$ cat config.mk
export PLATFORM = sky130hd
export DESIGN_NAME = id_stage
export DESIGN_NICKNAME = d
export VERILOG_FILES = /design/src/isa_pkg.sv /design/src/pipe_pkg.sv /design/src/inst_decoder.sv /design/src/operand_mux.sv /design/src/branch_unit.sv /design/src/id_ex_reg.sv /design/src/id_stage.sv
export SDC_FILE = /design/constraint.sdc
export NUM_CORES = 1
export LEC_CHECK = 0
export ABC_AREA = 1
export BUFFER_PORTS_ARGS = -buffer_cell sky130_fd_sc_hd__buf_2
export CAP_MARGIN = 20
export CORE_ASPECT_RATIO = 0.75
export CORE_MARGIN = 2
export CORE_UTILIZATION = 54
export CTS_CLUSTER_SIZE = 25
export DETAILED_ROUTE_END_ITERATION = 10
export PLACE_DENSITY_LB_ADDON = 0.25
export SKIP_LAST_GASP = 1
export SYNTH_ARGS = -nofsm -noshare
export SYNTH_HDL_FRONTEND = slang
export SYNTH_SLANG_ARGS = --single-unit
$ cat constraint.sdc
create_clock -name clk_i -period 8.9 [get_ports clk_i]
set_input_delay 1.78 -clock clk_i [delete_from_list [all_inputs] [get_ports clk_i]]
set_output_delay 1.78 -clock clk_i [all_outputs]
set_load 0.02 [all_outputs]
$ cat src/isa_pkg.sv
`default_nettype none

package isa_pkg;

  typedef logic [31:0] word_t;
  typedef logic [4:0]  reg_addr_t;
  typedef logic [31:0] inst_t;

  // Opcode field types
  typedef logic [5:0]  op6_t;
  typedef logic [6:0]  op7_t;
  typedef logic [9:0]  op10_t;
  typedef logic [16:0] op17_t;

  // Field positions in the instruction word
  localparam int RD_LSB    = 0;
  localparam int RJ_LSB    = 5;
  localparam int RK_LSB    = 10;
  localparam int IMM10_LSB = 0;
  localparam int IMM12_LSB = 10;
  localparam int IMM16_LSB = 10;
  localparam int IMM20_LSB = 5;
  localparam int OP6_LSB   = 26;
  localparam int OP7_LSB   = 25;
  localparam int OP10_LSB  = 22;
  localparam int OP17_LSB  = 15;

  // Branches and jumps
  localparam op6_t OP6_JIRL = 6'h13;
  localparam op6_t OP6_B    = 6'h14;
  localparam op6_t OP6_BL   = 6'h15;
  localparam op6_t OP6_BEQ  = 6'h16;
  localparam op6_t OP6_BNE  = 6'h17;
  localparam op6_t OP6_BLT  = 6'h18;
  localparam op6_t OP6_BGE  = 6'h19;
  localparam op6_t OP6_BLTU = 6'h1a;
  localparam op6_t OP6_BGEU = 6'h1b;

  localparam op7_t OP7_LU12I_W   = 7'h0a;
  localparam op7_t OP7_PCADDU12I = 7'h0e;

  // 12-bit immediate ALU, loads and stores
  localparam op10_t OP10_SLTI   = 10'h008;
  localparam op10_t OP10_SLTUI  = 10'h009;
  localparam op10_t OP10_ADDI_W = 10'h00a;
  localparam op10_t OP10_ANDI   = 10'h00d;
  localparam op10_t OP10_ORI    = 10'h00e;
  localparam op10_t OP10_XORI   = 10'h00f;
  localparam op10_t OP10_LD_B   = 10'h0a0;
  localparam op10_t OP10_LD_H   = 10'h0a1;
  localparam op10_t OP10_LD_W   = 10'h0a2;
  localparam op10_t OP10_ST_B   = 10'h0a4;
  localparam op10_t OP10_ST_H   = 10'h0a5;
  localparam op10_t OP10_ST_W   = 10'h0a6;
  localparam op10_t OP10_LD_BU  = 10'h0a8;
  localparam op10_t OP10_LD_HU  = 10'h0a9;

  // Register-register ALU and shift immediates
  localparam op17_t OP17_ADD_W  = 17'h00020;
  localparam op17_t OP17_SUB_W  = 17'h00022;
  localparam op17_t OP17_SLT    = 17'h00024;
  localparam op17_t OP17_SLTU   = 17'h00025;
  localparam op17_t OP17_NOR    = 17'h00028;
  localparam op17_t OP17_AND    = 17'h00029;
  localparam op17_t OP17_OR     = 17'h0002a;
  localparam op17_t OP17_XOR    = 17'h0002b;
  localparam op17_t OP17_SLL_W  = 17'h0002e;
  localparam op17_t OP17_SRL_W  = 17'h0002f;
  localparam op17_t OP17_SRA_W  = 17'h00030;
  localparam op17_t OP17_SLLI_W = 17'h00081;
  localparam op17_t OP17_SRLI_W = 17'h00089;
  localparam op17_t OP17_SRAI_W = 17'h00091;

  // Return address register written by bl
  localparam reg_addr_t LINK_REG = 5'd1;

endpackage

`default_nettype wire

$ cat src/pipe_pkg.sv
`default_nettype none

package pipe_pkg;

  typedef enum logic [5:0] {
    ALU_NOP, ALU_ADD, ALU_SUB, ALU_SLT, ALU_SLTU,
    ALU_AND, ALU_OR, ALU_XOR, ALU_NOR,
    ALU_SLL, ALU_SRL, ALU_SRA,
    ALU_LUI, ALU_PCADD,
    ALU_LD_B, ALU_LD_H, ALU_LD_W, ALU_LD_BU, ALU_LD_HU,
    ALU_ST_B, ALU_ST_H, ALU_ST_W,
    ALU_JUMP_LINK, ALU_BRANCH
  } alu_op_e;

  typedef enum logic [2:0] {
    SEL_NOP, SEL_LOGIC, SEL_SHIFT, SEL_ARITH, SEL_MOVE, SEL_LOAD_STORE, SEL_JUMP
  } alu_sel_e;

  typedef enum logic [3:0] {
    BR_NONE, BR_B, BR_BL, BR_JIRL, BR_BEQ, BR_BNE, BR_BLT, BR_BGE, BR_BLTU, BR_BGEU
  } br_kind_e;

  // Result bypass from a later stage
  typedef struct packed {
    logic              wreg;
    isa_pkg::reg_addr_t waddr;
    isa_pkg::word_t    wdata;
  } fwd_t;

  typedef struct packed {
    logic               valid;
    alu_op_e            alu_op;
    alu_sel_e           alu_sel;
    br_kind_e           br_kind;
    logic               rd1_en;
    logic               rd2_en;
    isa_pkg::reg_addr_t rd1_addr;
    isa_pkg::reg_addr_t rd2_addr;
    logic               wreg;
    isa_pkg::reg_addr_t waddr;
    isa_pkg::word_t     imm;
  } dec_t;

  typedef struct packed {
    logic               valid;
    alu_op_e            alu_op;
    alu_sel_e           alu_sel;
    isa_pkg::word_t     op1;
    isa_pkg::word_t     op2;
    isa_pkg::word_t     store_data;
    logic               wreg;
    isa_pkg::reg_addr_t waddr;
    isa_pkg::word_t     pc;
    isa_pkg::word_t     link_addr;
  } id_ex_t;

endpackage

`default_nettype wire

$ cat src/inst_decoder.sv
`timescale 1ns/1ps
`default_nettype none

module inst_decoder (
  input  isa_pkg::inst_t inst_i,
  input  logic           valid_i,
  output pipe_pkg::dec_t dec_o
);

  isa_pkg::op6_t      op6;
  isa_pkg::op7_t      op7;
  isa_pkg::op10_t     op10;
  isa_pkg::op17_t     op17;
  isa_pkg::reg_addr_t rd;
  isa_pkg::reg_addr_t rj;
  isa_pkg::reg_addr_t rk;
  logic [11:0]        imm12;
  logic [19:0]        imm20;

  pipe_pkg::alu_op_e  op17_op;
  pipe_pkg::alu_op_e  op10_op;
  pipe_pkg::br_kind_e op6_br;
  logic               shift_imm;
  logic               zext12;
  logic               is_store;

  assign op6   = inst_i[isa_pkg::OP6_LSB +: $bits(isa_pkg::op6_t)];
  assign op7   = inst_i[isa_pkg::OP7_LSB +: $bits(isa_pkg::op7_t)];
  assign op10  = inst_i[isa_pkg::OP10_LSB +: $bits(isa_pkg::op10_t)];
  assign op17  = inst_i[isa_pkg::OP17_LSB +: $bits(isa_pkg::op17_t)];
  assign rd    = inst_i[isa_pkg::RD_LSB +: 5];
  assign rj    = inst_i[isa_pkg::RJ_LSB +: 5];
  assign rk    = inst_i[isa_pkg::RK_LSB +: 5];
  assign imm12 = inst_i[isa_pkg::IMM12_LSB +: 12];
  assign imm20 = inst_i[isa_pkg::IMM20_LSB +: 20];

  assign shift_imm = op17 inside {isa_pkg::OP17_SLLI_W, isa_pkg::OP17_SRLI_W,
                                  isa_pkg::OP17_SRAI_W};
  assign zext12    = op10 inside {isa_pkg::OP10_ANDI, isa_pkg::OP10_ORI, isa_pkg::OP10_XORI};
  assign is_store  = op10 inside {isa_pkg::OP10_ST_B, isa_pkg::OP10_ST_H, isa_pkg::OP10_ST_W};

  // ALU_NOP marks no match in each table
  always_comb
  begin
    case (op17)
      isa_pkg::OP17_ADD_W:  op17_op = pipe_pkg::ALU_ADD;
      isa_pkg::OP17_SUB_W:  op17_op = pipe_pkg::ALU_SUB;
      isa_pkg::OP17_SLT:    op17_op = pipe_pkg::ALU_SLT;
      isa_pkg::OP17_SLTU:   op17_op = pipe_pkg::ALU_SLTU;
      isa_pkg::OP17_NOR:    op17_op = pipe_pkg::ALU_NOR;
      isa_pkg::OP17_AND:    op17_op = pipe_pkg::ALU_AND;
      isa_pkg::OP17_OR:     op17_op = pipe_pkg::ALU_OR;
      isa_pkg::OP17_XOR:    op17_op = pipe_pkg::ALU_XOR;
      isa_pkg::OP17_SLL_W:  op17_op = pipe_pkg::ALU_SLL;
      isa_pkg::OP17_SRL_W:  op17_op = pipe_pkg::ALU_SRL;
      isa_pkg::OP17_SRA_W:  op17_op = pipe_pkg::ALU_SRA;
      isa_pkg::OP17_SLLI_W: op17_op = pipe_pkg::ALU_SLL;
      isa_pkg::OP17_SRLI_W: op17_op = pipe_pkg::ALU_SRL;
      isa_pkg::OP17_SRAI_W: op17_op = pipe_pkg::ALU_SRA;
      default:              op17_op = pipe_pkg::ALU_NOP;
    endcase
  end

  always_comb
  begin
    case (op10)
      isa_pkg::OP10_SLTI:   op10_op = pipe_pkg::ALU_SLT;
      isa_pkg::OP10_SLTUI:  op10_op = pipe_pkg::ALU_SLTU;
      isa_pkg::OP10_ADDI_W: op10_op = pipe_pkg::ALU_ADD;
      isa_pkg::OP10_ANDI:   op10_op = pipe_pkg::ALU_AND;
      isa_pkg::OP10_ORI:    op10_op = pipe_pkg::ALU_OR;
      isa_pkg::OP10_XORI:   op10_op = pipe_pkg::ALU_XOR;
      isa_pkg::OP10_LD_B:   op10_op = pipe_pkg::ALU_LD_B;
      isa_pkg::OP10_LD_H:   op10_op = pipe_pkg::ALU_LD_H;
      isa_pkg::OP10_LD_W:   op10_op = pipe_pkg::ALU_LD_W;
      isa_pkg::OP10_LD_BU:  op10_op = pipe_pkg::ALU_LD_BU;
      isa_pkg::OP10_LD_HU:  op10_op = pipe_pkg::ALU_LD_HU;
      isa_pkg::OP10_ST_B:   op10_op = pipe_pkg::ALU_ST_B;
      isa_pkg::OP10_ST_H:   op10_op = pipe_pkg::ALU_ST_H;
      isa_pkg::OP10_ST_W:   op10_op = pipe_pkg::ALU_ST_W;
      default:              op10_op = pipe_pkg::ALU_NOP;
    endcase
  end

  always_comb
  begin
    case (op6)
      isa_pkg::OP6_JIRL: op6_br = pipe_pkg::BR_JIRL;
      isa_pkg::OP6_B:    op6_br = pipe_pkg::BR_B;
      isa_pkg::OP6_BL:   op6_br = pipe_pkg::BR_BL;
      isa_pkg::OP6_BEQ:  op6_br = pipe_pkg::BR_BEQ;
      isa_pkg::OP6_BNE:  op6_br = pipe_pkg::BR_BNE;
      isa_pkg::OP6_BLT:  op6_br = pipe_pkg::BR_BLT;
      isa_pkg::OP6_BGE:  op6_br = pipe_pkg::BR_BGE;
      isa_pkg::OP6_BLTU: op6_br = pipe_pkg::BR_BLTU;
      isa_pkg::OP6_BGEU: op6_br = pipe_pkg::BR_BGEU;
      default:           op6_br = pipe_pkg::BR_NONE;
    endcase
  end

  function automatic pipe_pkg::alu_sel_e sel_of(pipe_pkg::alu_op_e op);
    case (op)
      pipe_pkg::ALU_ADD, pipe_pkg::ALU_SUB,
      pipe_pkg::ALU_SLT, pipe_pkg::ALU_SLTU:  return pipe_pkg::SEL_ARITH;
      pipe_pkg::ALU_AND, pipe_pkg::ALU_OR,
      pipe_pkg::ALU_XOR, pipe_pkg::ALU_NOR:   return pipe_pkg::SEL_LOGIC;
      pipe_pkg::ALU_SLL, pipe_pkg::ALU_SRL,
      pipe_pkg::ALU_SRA:                      return pipe_pkg::SEL_SHIFT;
      pipe_pkg::ALU_LUI, pipe_pkg::ALU_PCADD: return pipe_pkg::SEL_MOVE;
      pipe_pkg::ALU_JUMP_LINK,
      pipe_pkg::ALU_BRANCH:                   return pipe_pkg::SEL_JUMP;
      pipe_pkg::ALU_NOP:                      return pipe_pkg::SEL_NOP;
      default:                                return pipe_pkg::SEL_LOAD_STORE;
    endcase
  endfunction

  // Widest opcode field wins
  always_comb
  begin
    dec_o          = '0;
    dec_o.rd1_addr = rj;
    dec_o.rd2_addr = rk;
    dec_o.waddr    = rd;
    if (op17_op != pipe_pkg::ALU_NOP)
    begin
      dec_o.alu_op = op17_op;
      dec_o.rd1_en = 1'b1;
      dec_o.wreg   = 1'b1;
      // ui5 sits in the rk field
      if (shift_imm)
        dec_o.imm = {27'b0, rk};
      else
        dec_o.rd2_en = 1'b1;
    end
    else if (op10_op != pipe_pkg::ALU_NOP)
    begin
      dec_o.alu_op = op10_op;
      dec_o.rd1_en = 1'b1;
      dec_o.imm    = zext12 ? {20'b0, imm12} : {{20{imm12[11]}}, imm12};
      if (is_store)
      begin
        dec_o.rd2_en   = 1'b1;
        dec_o.rd2_addr = rd;
      end
      else
        dec_o.wreg = 1'b1;
    end
    else if (op7 == isa_pkg::OP7_LU12I_W || op7 == isa_pkg::OP7_PCADDU12I)
    begin
      dec_o.alu_op = (op7 == isa_pkg::OP7_LU12I_W) ? pipe_pkg::ALU_LUI : pipe_pkg::ALU_PCADD;
      dec_o.imm    = {imm20, 12'b0};
      dec_o.wreg   = 1'b1;
    end
    else if (op6_br != pipe_pkg::BR_NONE)
    begin
      dec_o.br_kind = op6_br;
      dec_o.alu_op  = pipe_pkg::ALU_BRANCH;
      if (op6_br == pipe_pkg::BR_BL)
      begin
        dec_o.alu_op = pipe_pkg::ALU_JUMP_LINK;
        dec_o.wreg   = 1'b1;
        dec_o.waddr  = isa_pkg::LINK_REG;
      end
      else if (op6_br == pipe_pkg::BR_JIRL)
      begin
        dec_o.alu_op = pipe_pkg::ALU_JUMP_LINK;
        dec_o.rd1_en = 1'b1;
        dec_o.wreg   = 1'b1;
      end
      else if (op6_br != pipe_pkg::BR_B)
      begin
        // Compare rj against rd
        dec_o.rd1_en   = 1'b1;
        dec_o.rd2_en   = 1'b1;
        dec_o.rd2_addr = rd;
      end
    end
    dec_o.alu_sel = sel_of(dec_o.alu_op);
    dec_o.valid   = valid_i && (dec_o.alu_op != pipe_pkg::ALU_NOP);
  end

endmodule

`default_nettype wire

$ cat src/operand_mux.sv
`timescale 1ns/1ps
`default_nettype none

module operand_mux (
  input  logic               rd_en_i,
  input  isa_pkg::reg_addr_t rd_addr_i,
  input  isa_pkg::word_t     rf_rdata_i,
  input  isa_pkg::word_t     imm_i,
  input  pipe_pkg::fwd_t     ex_fwd_i,
  input  pipe_pkg::fwd_t     mem_fwd_i,
  output isa_pkg::word_t     operand_o
);

  // r0 first, then the youngest producer
  always_comb
  begin
    if (!rd_en_i)
      operand_o = imm_i;
    else if (rd_addr_i == '0)
      operand_o = '0;
    else if (ex_fwd_i.wreg && ex_fwd_i.waddr == rd_addr_i)
      operand_o = ex_fwd_i.wdata;
    else if (mem_fwd_i.wreg && mem_fwd_i.waddr == rd_addr_i)
      operand_o = mem_fwd_i.wdata;
    else
      operand_o = rf_rdata_i;
  end

endmodule

`default_nettype wire

$ cat src/branch_unit.sv
`timescale 1ns/1ps
`default_nettype none

module branch_unit (
  input  pipe_pkg::dec_t dec_i,
  input  isa_pkg::word_t pc_i,
  input  isa_pkg::word_t op1_i,
  input  isa_pkg::word_t op2_i,
  input  isa_pkg::inst_t inst_i,
  input  logic           stall_i,
  output logic           branch_flag_o,
  output isa_pkg::word_t branch_target_o,
  output isa_pkg::word_t link_addr_o
);

  logic [15:0]    imm16;
  logic [9:0]     imm10;
  isa_pkg::word_t off16;
  isa_pkg::word_t off26;
  isa_pkg::word_t target;
  logic           taken;

  assign imm16 = inst_i[isa_pkg::IMM16_LSB +: 16];
  assign imm10 = inst_i[isa_pkg::IMM10_LSB +: 10];
  assign off16 = {{14{imm16[15]}}, imm16, 2'b00};
  assign off26 = {{4{imm10[9]}}, imm10, imm16, 2'b00};

  always_comb
  begin
    taken  = 1'b0;
    target = pc_i + off16;
    case (dec_i.br_kind)
      pipe_pkg::BR_B, pipe_pkg::BR_BL:
      begin
        taken  = 1'b1;
        target = pc_i + off26;
      end
      pipe_pkg::BR_JIRL:
      begin
        taken  = 1'b1;
        target = op1_i + off16;
      end
      pipe_pkg::BR_BEQ:  taken = (op1_i == op2_i);
      pipe_pkg::BR_BNE:  taken = (op1_i != op2_i);
      pipe_pkg::BR_BLT:  taken = ($signed(op1_i) < $signed(op2_i));
      pipe_pkg::BR_BGE:  taken = ($signed(op1_i) >= $signed(op2_i));
      pipe_pkg::BR_BLTU: taken = (op1_i < op2_i);
      pipe_pkg::BR_BGEU: taken = (op1_i >= op2_i);
      default:           taken = 1'b0;
    endcase
  end

  assign branch_flag_o   = dec_i.valid && !stall_i && taken;
  assign branch_target_o = branch_flag_o ? target : '0;
  assign link_addr_o     = (dec_i.br_kind == pipe_pkg::BR_BL || dec_i.br_kind == pipe_pkg::BR_JIRL)
                         ? pc_i + 32'd4 : '0;

endmodule

`default_nettype wire

$ cat src/id_ex_reg.sv
`timescale 1ns/1ps
`default_nettype none

module id_ex_reg (
  input  logic             clk_i,
  input  logic             rst_n_i,
  input  pipe_pkg::dec_t   dec_i,
  input  isa_pkg::word_t   pc_i,
  input  isa_pkg::word_t   op1_i,
  input  isa_pkg::word_t   op2_i,
  input  isa_pkg::word_t   link_addr_i,
  input  pipe_pkg::fwd_t   ex_fwd_i,
  input  logic             ex_load_i,
  output logic             stall_o,
  output pipe_pkg::id_ex_t id_ex_o
);

  logic             hit1;
  logic             hit2;
  logic             is_store;
  pipe_pkg::id_ex_t id_ex_d;

  // Load in ex whose result is a source here
  assign hit1     = dec_i.rd1_en && (ex_fwd_i.waddr == dec_i.rd1_addr);
  assign hit2     = dec_i.rd2_en && (ex_fwd_i.waddr == dec_i.rd2_addr);
  assign stall_o  = dec_i.valid && ex_load_i && (ex_fwd_i.waddr != '0) && (hit1 || hit2);
  assign is_store = dec_i.alu_op inside {pipe_pkg::ALU_ST_B, pipe_pkg::ALU_ST_H,
                                         pipe_pkg::ALU_ST_W};

  always_comb
  begin
    id_ex_d = '0;
    if (dec_i.valid && !stall_o)
    begin
      id_ex_d.valid     = 1'b1;
      id_ex_d.alu_op    = dec_i.alu_op;
      id_ex_d.alu_sel   = dec_i.alu_sel;
      id_ex_d.op1       = op1_i;
      id_ex_d.wreg      = dec_i.wreg;
      id_ex_d.waddr     = dec_i.waddr;
      id_ex_d.pc        = pc_i;
      id_ex_d.link_addr = link_addr_i;
      // Store data comes through read port 2, the offset goes to op2
      if (is_store)
      begin
        id_ex_d.op2        = dec_i.imm;
        id_ex_d.store_data = op2_i;
      end
      else
        id_ex_d.op2 = op2_i;
    end
  end

  always_ff @(posedge clk_i or negedge rst_n_i)
  begin
    if (!rst_n_i)
      id_ex_o <= '0;
    else
      id_ex_o <= id_ex_d;
  end

endmodule

`default_nettype wire

$ cat src/id_stage.sv
`timescale 1ns/1ps
`default_nettype none

module id_stage (
  input  logic               clk_i,
  input  logic               rst_n_i,
  input  isa_pkg::word_t     if_pc_i,
  input  isa_pkg::inst_t     if_inst_i,
  input  logic               if_valid_i,
  input  isa_pkg::word_t     rf_rdata1_i,
  input  isa_pkg::word_t     rf_rdata2_i,
  input  pipe_pkg::fwd_t     ex_fwd_i,
  input  pipe_pkg::fwd_t     mem_fwd_i,
  input  logic               ex_load_i,
  output logic               rf_re1_o,
  output logic               rf_re2_o,
  output isa_pkg::reg_addr_t rf_raddr1_o,
  output isa_pkg::reg_addr_t rf_raddr2_o,
  output logic               branch_flag_o,
  output isa_pkg::word_t     branch_target_o,
  output logic               stall_o,
  output pipe_pkg::id_ex_t   id_ex_o
);

  pipe_pkg::dec_t dec;
  isa_pkg::word_t op1;
  isa_pkg::word_t op2;
  isa_pkg::word_t link_addr;

  assign rf_re1_o    = dec.rd1_en;
  assign rf_re2_o    = dec.rd2_en;
  assign rf_raddr1_o = dec.rd1_addr;
  assign rf_raddr2_o = dec.rd2_addr;

  inst_decoder u_dec (
    .inst_i  (if_inst_i),
    .valid_i (if_valid_i),
    .dec_o   (dec)
  );

  operand_mux u_opnd1 (
    .rd_en_i    (dec.rd1_en),
    .rd_addr_i  (dec.rd1_addr),
    .rf_rdata_i (rf_rdata1_i),
    .imm_i      (dec.imm),
    .ex_fwd_i   (ex_fwd_i),
    .mem_fwd_i  (mem_fwd_i),
    .operand_o  (op1)
  );

  operand_mux u_opnd2 (
    .rd_en_i    (dec.rd2_en),
    .rd_addr_i  (dec.rd2_addr),
    .rf_rdata_i (rf_rdata2_i),
    .imm_i      (dec.imm),
    .ex_fwd_i   (ex_fwd_i),
    .mem_fwd_i  (mem_fwd_i),
    .operand_o  (op2)
  );

  branch_unit u_branch (
    .dec_i           (dec),
    .pc_i            (if_pc_i),
    .op1_i           (op1),
    .op2_i           (op2),
    .inst_i          (if_inst_i),
    .stall_i         (stall_o),
    .branch_flag_o   (branch_flag_o),
    .branch_target_o (branch_target_o),
    .link_addr_o     (link_addr)
  );

  id_ex_reg u_id_ex (
    .clk_i       (clk_i),
    .rst_n_i     (rst_n_i),
    .dec_i       (dec),
    .pc_i        (if_pc_i),
    .op1_i       (op1),
    .op2_i       (op2),
    .link_addr_i (link_addr),
    .ex_fwd_i    (ex_fwd_i),
    .ex_load_i   (ex_load_i),
    .stall_o     (stall_o),
    .id_ex_o     (id_ex_o)
  );

endmodule

`default_nettype wire

==> results.txt, run 1 <==
- The via count of the first global-routing pass is 17400.
- Data arrival, critical path: 6.82 ns
* Total wire length: 69.3 mm
* H-tree depth: 4
- The routed layout has 19400 vias.
* Overflow after GRT: 0
* Unrepaired setup endpoints after global routing: false
- Derived from the worst setup path, the maximum achievable clock frequency is 0.116 GHz.
- For this run, the post-layout net count is 3118.
- Number of enable-type register cells in the synthesized netlist: 0
- Routability cong.: 1.08
* Compound-Gate Fraction of Synth Area: 0.140
- Detailed-route wire length per cell: 21.6 microns
* Reg clk slew, reported paths: 0.07 ns
- Worst voltage drop across the vdd grid: 0.139 mV
- Share of power burned in the clock network: 0.324
- Subtracting the final worst setup slack from the clock period gives 8.60 ns.
- In the finished design, the share of the clock period the worst path needs comes to 0.966.
- Vias per Instance: 6.03
- Synthesis produced 2423 cells.
- Across the run, the number of max-cap violations was 0.
- Final routed DRC violation total: 0
- Yosys warnings: 0
- The share of total power dissipated in sequential elements is 0.334.
- Synthesized-area fraction occupied by adder cells: 0.0810
- TritonCTS built the clock tree.
- The critical path is of the input port to output port type.
- Standby leakage power: 10.9 nW
- CTS Root Cell: sky130_fd_sc_hd__clkbuf_16
- Of the total synthesized cell area, the portion taken by XOR and XNOR cells is 0.0229.
- Leading cell types in the layout, fill and taps excluded: 600 x sky130_fd_sc_hd__nand2_1, 427 x sky130_fd_sc_hd__buf_2, 419 x sky130_fd_sc_hd__nor2_1
* Power share of the combinational group: 0.342
* Number of buffers inserted by hold repair at cts: 0
- Leaving out fill and tap cells, the most frequent cell in the layout is sky130_fd_sc_hd__nand2_1.
* Drt initial violations: 2797
* Layout Utilization: 0.662
* Power per unit of standard cell area: 134 nW/um^2
- HP Class: input port to async pin
- Yosys reg bits: 175
- Std-Cell Core Area: 28000 sq um
- After synthesis, the share of cell area in mux cells is 0.
- Post-synthesis sequential area ratio: 0.286
- Most used flip-flop cell after synthesis: sky130_fd_sc_hd__dfrtp_1
- Dominant combinational cell family by area after synthesis: simple AND/OR/NAND/NOR gates
* Number of ports placed on the die boundary: 430
- Basic-gate share of the synthesized area counting and, or, nand and nor cells: 0.373
* Die height: 150 microns
- Row cnt: 53
- The initial utilization of the core area, before any placement, comes to 0.548.
- Net count after synthesis: 2729
- Of all flip-flops after synthesis, the portion carrying an async set or reset was 1.00.
* Headroom to the max-slew limit: 0.314
* Critical Path Sink Type: output port
- In this design, the critical path's most frequently occurring cell is sky130_fd_sc_hd__nand2_1.
* Worst setup slack before clock tree synthesis: 0.443 ns
- Crit path largest cell delay: 0.42 ns
- Fin Setup TNS: 0 ns
* Crit path max-delay cell type: sky130_fd_sc_hd__ha_1
* Quantity of I/O buffers inserted on ports: 428
- Internal power: 1.49 mW
- The register with the most flip-flops in the final layout is u_id_ex.id_ex_o.
* Horizontal die dimension: 199 microns
- Die area: 29800 sq um
- The first detailed-routing pass took 9 iterations.
- Final worst setup slack: 0.303 ns
* Transition time at the pin with the least slew margin: 1.03 ns
- Share of post-route cells with drive strength above 1: 0.206
- Max FFs per register: 175
- In the global route stage, overall resource usage came out at 0.451.
* Syn Std Cell Area: 15300 sq um
- Result of the run: complete, no violations
* Sw frac: 0.401
* Sinks on Clock Net: 175
- CP startpoint kind: input port
- Required time at the endpoint of the critical path: 7.12 ns
- HPWL reported at the end of detailed placement: 54.4 mm
- Antenna violation net count after detailed routing: 0
* Wire length of the first global-routing pass: 101 mm
* Layout Area Growth over Synthesis: 20.8%
* Pin count of the biggest net entering global routing: 95
- The final-report hold violation count is 0.
- Net load switching power: 999 uW
- CTS buffer count: 17
- Synthesized area per cell: 6.33 sq um
- After synthesis, the netlist uses 53 different library cells.
* Registers with the most flip-flops: u_id_ex.id_ex_o: 175 flops
* Initial antenna violation count: 2
- Counting along the longest clock path gives a buffer depth of 2.
- Setup violations remaining at the end of the flow were counted as 0.
- Along the worst path, the maximum fanout reaches 33.
- The max-slew violation total from the final report is 0.
## worst max-delay path: cells and delay by family
kind,cells,cell delay [ns]
AOI/OAI and AO/OA,1,0.20
adders and majority gates,2,0.63
buffers and inverters,10,1.33
and+or+nand+nor,24,2.82
## path summary, 6_finish.rpt
check | slack, ns | from | to
worst max-delay path | 0.30 | if_inst_i[26] | branch_target_o[31]
worst min-delay path | 1.40 | rst_n_i | u_id_ex.id_ex_o[60]$_DFF_PN0_
min in group clk_i | 1.55 | if_pc_i[2] | u_id_ex.id_ex_o[2]$_DFF_PN0_
max in group asynchronous | 6.31 | rst_n_i | u_id_ex.id_ex_o[32]$_DFF_PN0_
## metal layers
layer	routed length [microns]	GRT usage	vias to the layer above
met4	3500	0.199	0
li1	-	-	8666
met2	28400	0.649	1608
met3	10000	0.115	277
met5	0	0	-
met1	27400	0.637	8799
## power by group through the flow
stage	registers [mW]	logic (mW)	clock network (mW)
after detailed placement	0.846	0.810	0
after global routing	0.833	0.909	0.837
after global placement	0.845	0.800	0
after floorplan	0.883	0.457	0
after CTS	0.831	0.816	0.802
final	0.831	0.852	0.807
## area by class of cell
cell class,count,area [sq um]
Timing Repair Buffer,466,2550
Clock buffer,18,439
Multi-Input combinational cell,1882,9480
Fill cell,2619,9460
Tap cell,385,482
Antenna cell,1,2.50
Sequential cell,175,4380
Clock inverter,14,171
Inverter,270,1010
## cell families (layout without fill, tap and decap cells)
logic type | count (synthesis) | count (layout)
simple gates | 1350 | 1350
compound gates | 393 | 393
buf+inv | 366 | 768
flops | 175 | 175
fa+ha+maj | 98 | 98
xor+xnor | 40 | 40
other cells | 1 | 2
## synth_stat cells (2+ instances only)
cell type                     n  area, sq um
sky130_fd_sc_hd__nand2_1    601         2260
sky130_fd_sc_hd__nor2_1     423         1590
sky130_fd_sc_hd__inv_1      242          908
sky130_fd_sc_hd__a21oi_1    192          961
sky130_fd_sc_hd__dfrtp_1    175         4380
sky130_fd_sc_hd__nand3_1    166          831
sky130_fd_sc_hd__o21ai_0    118          591
sky130_fd_sc_hd__ha_1        96         1200
sky130_fd_sc_hd__nand4_1     54          338
sky130_fd_sc_hd__clkbuf_1    48          180
sky130_fd_sc_hd__nor3_1      41          205
sky130_fd_sc_hd__xor2_1      33          289
sky130_fd_sc_hd__buf_2       30          150
sky130_fd_sc_hd__inv_2       27          101
sky130_fd_sc_hd__o211ai_1    25          188
sky130_fd_sc_hd__or2_2       25          156
sky130_fd_sc_hd__a31oi_1     15         93.8
sky130_fd_sc_hd__buf_4       14          105
sky130_fd_sc_hd__a21o_1       7         52.6
sky130_fd_sc_hd__nor4_1       7         43.8
sky130_fd_sc_hd__o21ai_1      7         35.0
sky130_fd_sc_hd__xnor2_1      7         61.3
sky130_fd_sc_hd__nand3b_1     6         45.0
sky130_fd_sc_hd__nand2_2      5         31.3
sky130_fd_sc_hd__nor2_2       5         31.3
sky130_fd_sc_hd__o21a_1       5         37.5
sky130_fd_sc_hd__nor2_4       4         45.0
sky130_fd_sc_hd__o21bai_1     4         30.0
sky130_fd_sc_hd__a211oi_1     3         22.5
sky130_fd_sc_hd__buf_6        3         33.8
sky130_fd_sc_hd__nand3_2      3         30.0
sky130_fd_sc_hd__o221ai_1     3         26.3
sky130_fd_sc_hd__o31ai_1      3         22.5
sky130_fd_sc_hd__a2111oi_0    2         17.5
sky130_fd_sc_hd__a221oi_1     2         17.5
sky130_fd_sc_hd__fa_1         2         40.0
sky130_fd_sc_hd__nand2_4      2         22.5
sky130_fd_sc_hd__nand3_4      2         35.0
sky130_fd_sc_hd__o22ai_1      2         12.5
## through the flow
step,std cells,total power [mW],hold WS (ns),cell area [sq um]
2_1_floorplan,2423,1.34,1.48,15300
3_3_place_gp,3174,1.65,1.90,17800
3_5_place_dp,3174,1.66,1.92,17800
4_1_cts,3206,2.45,1.44,18400
5_1_grt,3211,2.58,1.48,18500
6_report,3211,2.49,1.40,18500
## what timing repair did
item / CTS / global route
resized for setup: 0 / 4
setup buffers: 0 / 1
setup endpoints to repair: 0 / 21
endpoints found under the hold margin: 0 / 0
(Power assumes the default switching activity.)
==> run 2, diff against run 1 <==
BUFFER_PORTS_ARGS = default   (was -buffer_cell sky130_fd_sc_hd__buf_2)
CORE_AREA = 2 2 165 167   (was default)
CORE_ASPECT_RATIO = default   (was 0.75)
CORE_MARGIN = default   (was 2)
CORE_UTILIZATION = default   (was 54)
DIE_AREA = 0 0 167 169   (was default)
DONT_BUFFER_PORTS = 1   (was default)
==> run 2 against run 1 <==
Compared with the run above: non-clock buffer count is 393 lower; highest routed layer is now met5; wire length decreased by 6.6%; clock-buffer cell count decreased by 1; power down 4.8%; cell count fell by 14%; largest cell class unchanged; maximum frequency grew 1.1%; critical endpoint is now branch_target_o[19]; combinational power decreased by 23%.
==> results.txt, run 2 (synthesized netlist as in run 1, its figures left out) <==
- The flow ran to the end, and the final reports show no timing, DRC or antenna violations.
- Share of post-route cells with drive strength above 1: 0.0761 (-0.130)
- Period Utilization, post-route: 0.955 (-0.0107)
* Antenna violation net count after detailed routing: 0 (unchanged)
- The critical path is of the input port to output port type.
- The height of the chip came to 169 microns (+13%).
- The flip-flop count of the largest register after layout came to 175 (unchanged).
- Initial Util: 0.578 (+0.0307)
- Drt initial violations: 2251 (-20%)
* Most common cell after layout, fill and taps aside: sky130_fd_sc_hd__nand2_1
- Vias per Instance: 6.32 (+4.9%)
- Initial antenna violation count: 4 (+2)
- The half-perimeter wire length of the detailed placement result came to 50.5 mm (-7.3%).
- The number of placed I/O pins is 430 (unchanged).
- Highest clock rate: 0.118 GHz (+1.1%)
- The final-report setup violation count came to 0 (unchanged).
- Buffers from clock root to sink, at most: 2 (unchanged)
- The relative max-transition margin is 0.400 (+0.0854).
- More flip-flops sit in one register than any other, and that register is u_id_ex.id_ex_o.
- Most frequent CP cell: sky130_fd_sc_hd__nand2_1
* Post-CTS Setup Inserts: 0 (unchanged)
- The area of the die came to 28200 sq um (-5.2%).
- The total number of nets in the final design was 2725 (-13%).
- Transition time at the pin with the least slew margin: 0.898 ns (-0.129 ns)
- All-Layer GR Usage: 0.441 (-0.0103)
- HP Class: input port to async pin
- Internal power: 1.47 mW (-1.7%)
- The maximum vdd drop came to 0.128 mV (-8.1%).
- TritonCTS clock tree: yes
- The combinational group share of total power was 0.276 (-0.066).
- Standby leakage power: 9.08 nW (-17%)
* Hold violation count in the final report: 0 (unchanged)
- Total via count after detailed routing: 17500 (-9.3%)
- Final worst setup slack: 0.397 ns (+0.0948 ns)
- Data arrival, critical path: 6.72 ns (-0.10 ns)
- The total area of sequential cells came to 4380 sq um (unchanged).
* Sw frac: 0.381 (-0.0201)
- Clock tree synthesis selected as its root buffer the cell sky130_fd_sc_hd__clkbuf_16.
- Routability cong.: 1.07 (-0.52%)
- Power per unit of standard cell area: 144 nW/um^2 (+6.8%)
* Vias in the first global route: 16400 (-6.0%)
* Worst setup slack before clock tree synthesis: 0.555 ns (+0.112 ns)
- The hold buffer count at cts is 0 (unchanged).
- Leading cell types in the layout, fill and taps excluded: 601 x sky130_fd_sc_hd__nand2_1, 422 x sky130_fd_sc_hd__nor2_1, 242 x sky130_fd_sc_hd__inv_1
- The first-pass GRT wire length came to 95.7 mm (-5.6%).
* Sequential Power Share: 0.369 (+0.035)
* Crit path max-delay cell type: sky130_fd_sc_hd__o21ai_1
- Total wire length: 64.7 mm (-6.6%)
- The sum of negative setup slack was 0 ns (unchanged).
- Setup repair after global routing left no endpoint under its margin.
* Max-slew violation count: 0 (unchanged)
- The largest fanout of any net on the critical path was 32 (-3.0%).
- The DRC violation count after routing was 0 (unchanged).
* Row cnt: 60 (+13%)
* Multi-input combinational cell area: 9470 sq um (-0.11%)
* Crit path largest cell delay: 0.44 ns (+0.02 ns)
* Minimum clock period: 8.50 ns (-0.0948 ns)
- Detailed Routing Iterations Pass 1: 7 (-2)
- Filler cell count in the final layout: 2536 (-3.2%)
- Registers with the most flip-flops: u_id_ex.id_ex_o: 175 flops
- The clock input transition at the sequential cells of the worst setup and hold paths is 0.09 ns (+0.02 ns).
- CP startpoint kind: input port
- Share of power burned in the clock network: 0.356 (+0.032)
- The x dimension of the die came to 167 microns (-16%).
* CTS buffer count: 17 (unchanged)
- Max Cap Violations: 0 (unchanged)
* Pin count of the biggest net entering global routing: 176 (+85%)
* Quantity of I/O buffers inserted on ports: 0 (-100%)
* Std-Cell Core Area: 26500 sq um (-5.3%)
- The post-cts sizing count was 0 (unchanged).
* H-tree depth: 4 (unchanged)
* Required time at the endpoint of the critical path: 7.12 ns (about the same)
- The average wire per standard cell is 23.3 microns (+8.1%).
- Net load switching power: 903 uW (-9.6%)
* Sinks on Clock Net: 175 (unchanged)
- Overflow after GRT: 0 (unchanged)
* Critical Path Sink Type: output port
* Layout Area Growth over Synthesis: 7.68%
## run 2: path summary, 6_finish.rpt
kind | start | endpoint | slack (ns) | depth (start not counted)
max in group asynchronous | rst_n_i | u_id_ex.id_ex_o[171]$_DFF_PN0_ | 7.59 | 0
min in group clk_i | if_pc_i[2] | u_id_ex.id_ex_o[2]$_DFF_PN0_ | 1.40 | 1
setup / recovery | if_inst_i[26] | branch_target_o[19] | 0.40 | 34
hold / removal | rst_n_i | u_id_ex.id_ex_o[25]$_DFF_PN0_ | 1.02 | 0
## run 2: power groups by stage
| stage | Clock (mW) | Combinational, mW | Sequential (mW) |
|---|---|---|---|
| after floorplan | 0 | 0.457 | 0.883 |
| after global placement | 0 | 0.620 | 0.889 |
| after detailed placement | 0 | 0.627 | 0.889 |
| after CTS | 0.843 | 0.632 | 0.874 |
| after global routing | 0.876 | 0.711 | 0.875 |
| final | 0.842 | 0.653 | 0.874 |
## run 2: layout make-up
cell class | count | area share
Multi-Input combinational cell | 1882 | 0.574
Sequential cell | 175 | 0.265
Inverter | 270 | 0.0614
Timing Repair Buffer | 73 | 0.0346
Tap cell | 341 | 0.0258
Clock buffer | 17 | 0.0258
Clock inverter | 15 | 0.0130
Antenna cell | 2 | 0.000303
## run 2: through the flow
stage	std cells	hold slack [ns]	instance area (sq um)	power (mW)	util
3_3_place_gp	2740	1.49	15800	1.51	0.597
2_1_floorplan	2423	1.48	15300	1.34	-
6_report	2775	1.02	16500	2.37	0.623
4_1_cts	2772	1.01	16500	2.35	0.622
3_5_place_dp	2740	1.49	15800	1.52	0.597
5_1_grt	2775	0.996	16500	2.46	0.623
## run 2: worst max-delay path, delay by kind of cell
| kind | cells | cell delay, ns |
|---|---|---|
| adder cells (fa/ha/maj) | 2 | 0.33 |
| AO/OA/AOI/OAI | 2 | 0.61 |
| buffers and inverters | 9 | 1.57 |
| AND/OR/NAND/NOR | 21 | 2.39 |
## run 2: layer usage
layer  global-route usage  part of all wire  vias up
met3                0.119              0.12      346
met1                0.511              0.35     8005
li1                     -                 -     7866
met5                    0           0.00034        -
met2                0.717              0.45     1325
met4                0.298             0.078        4
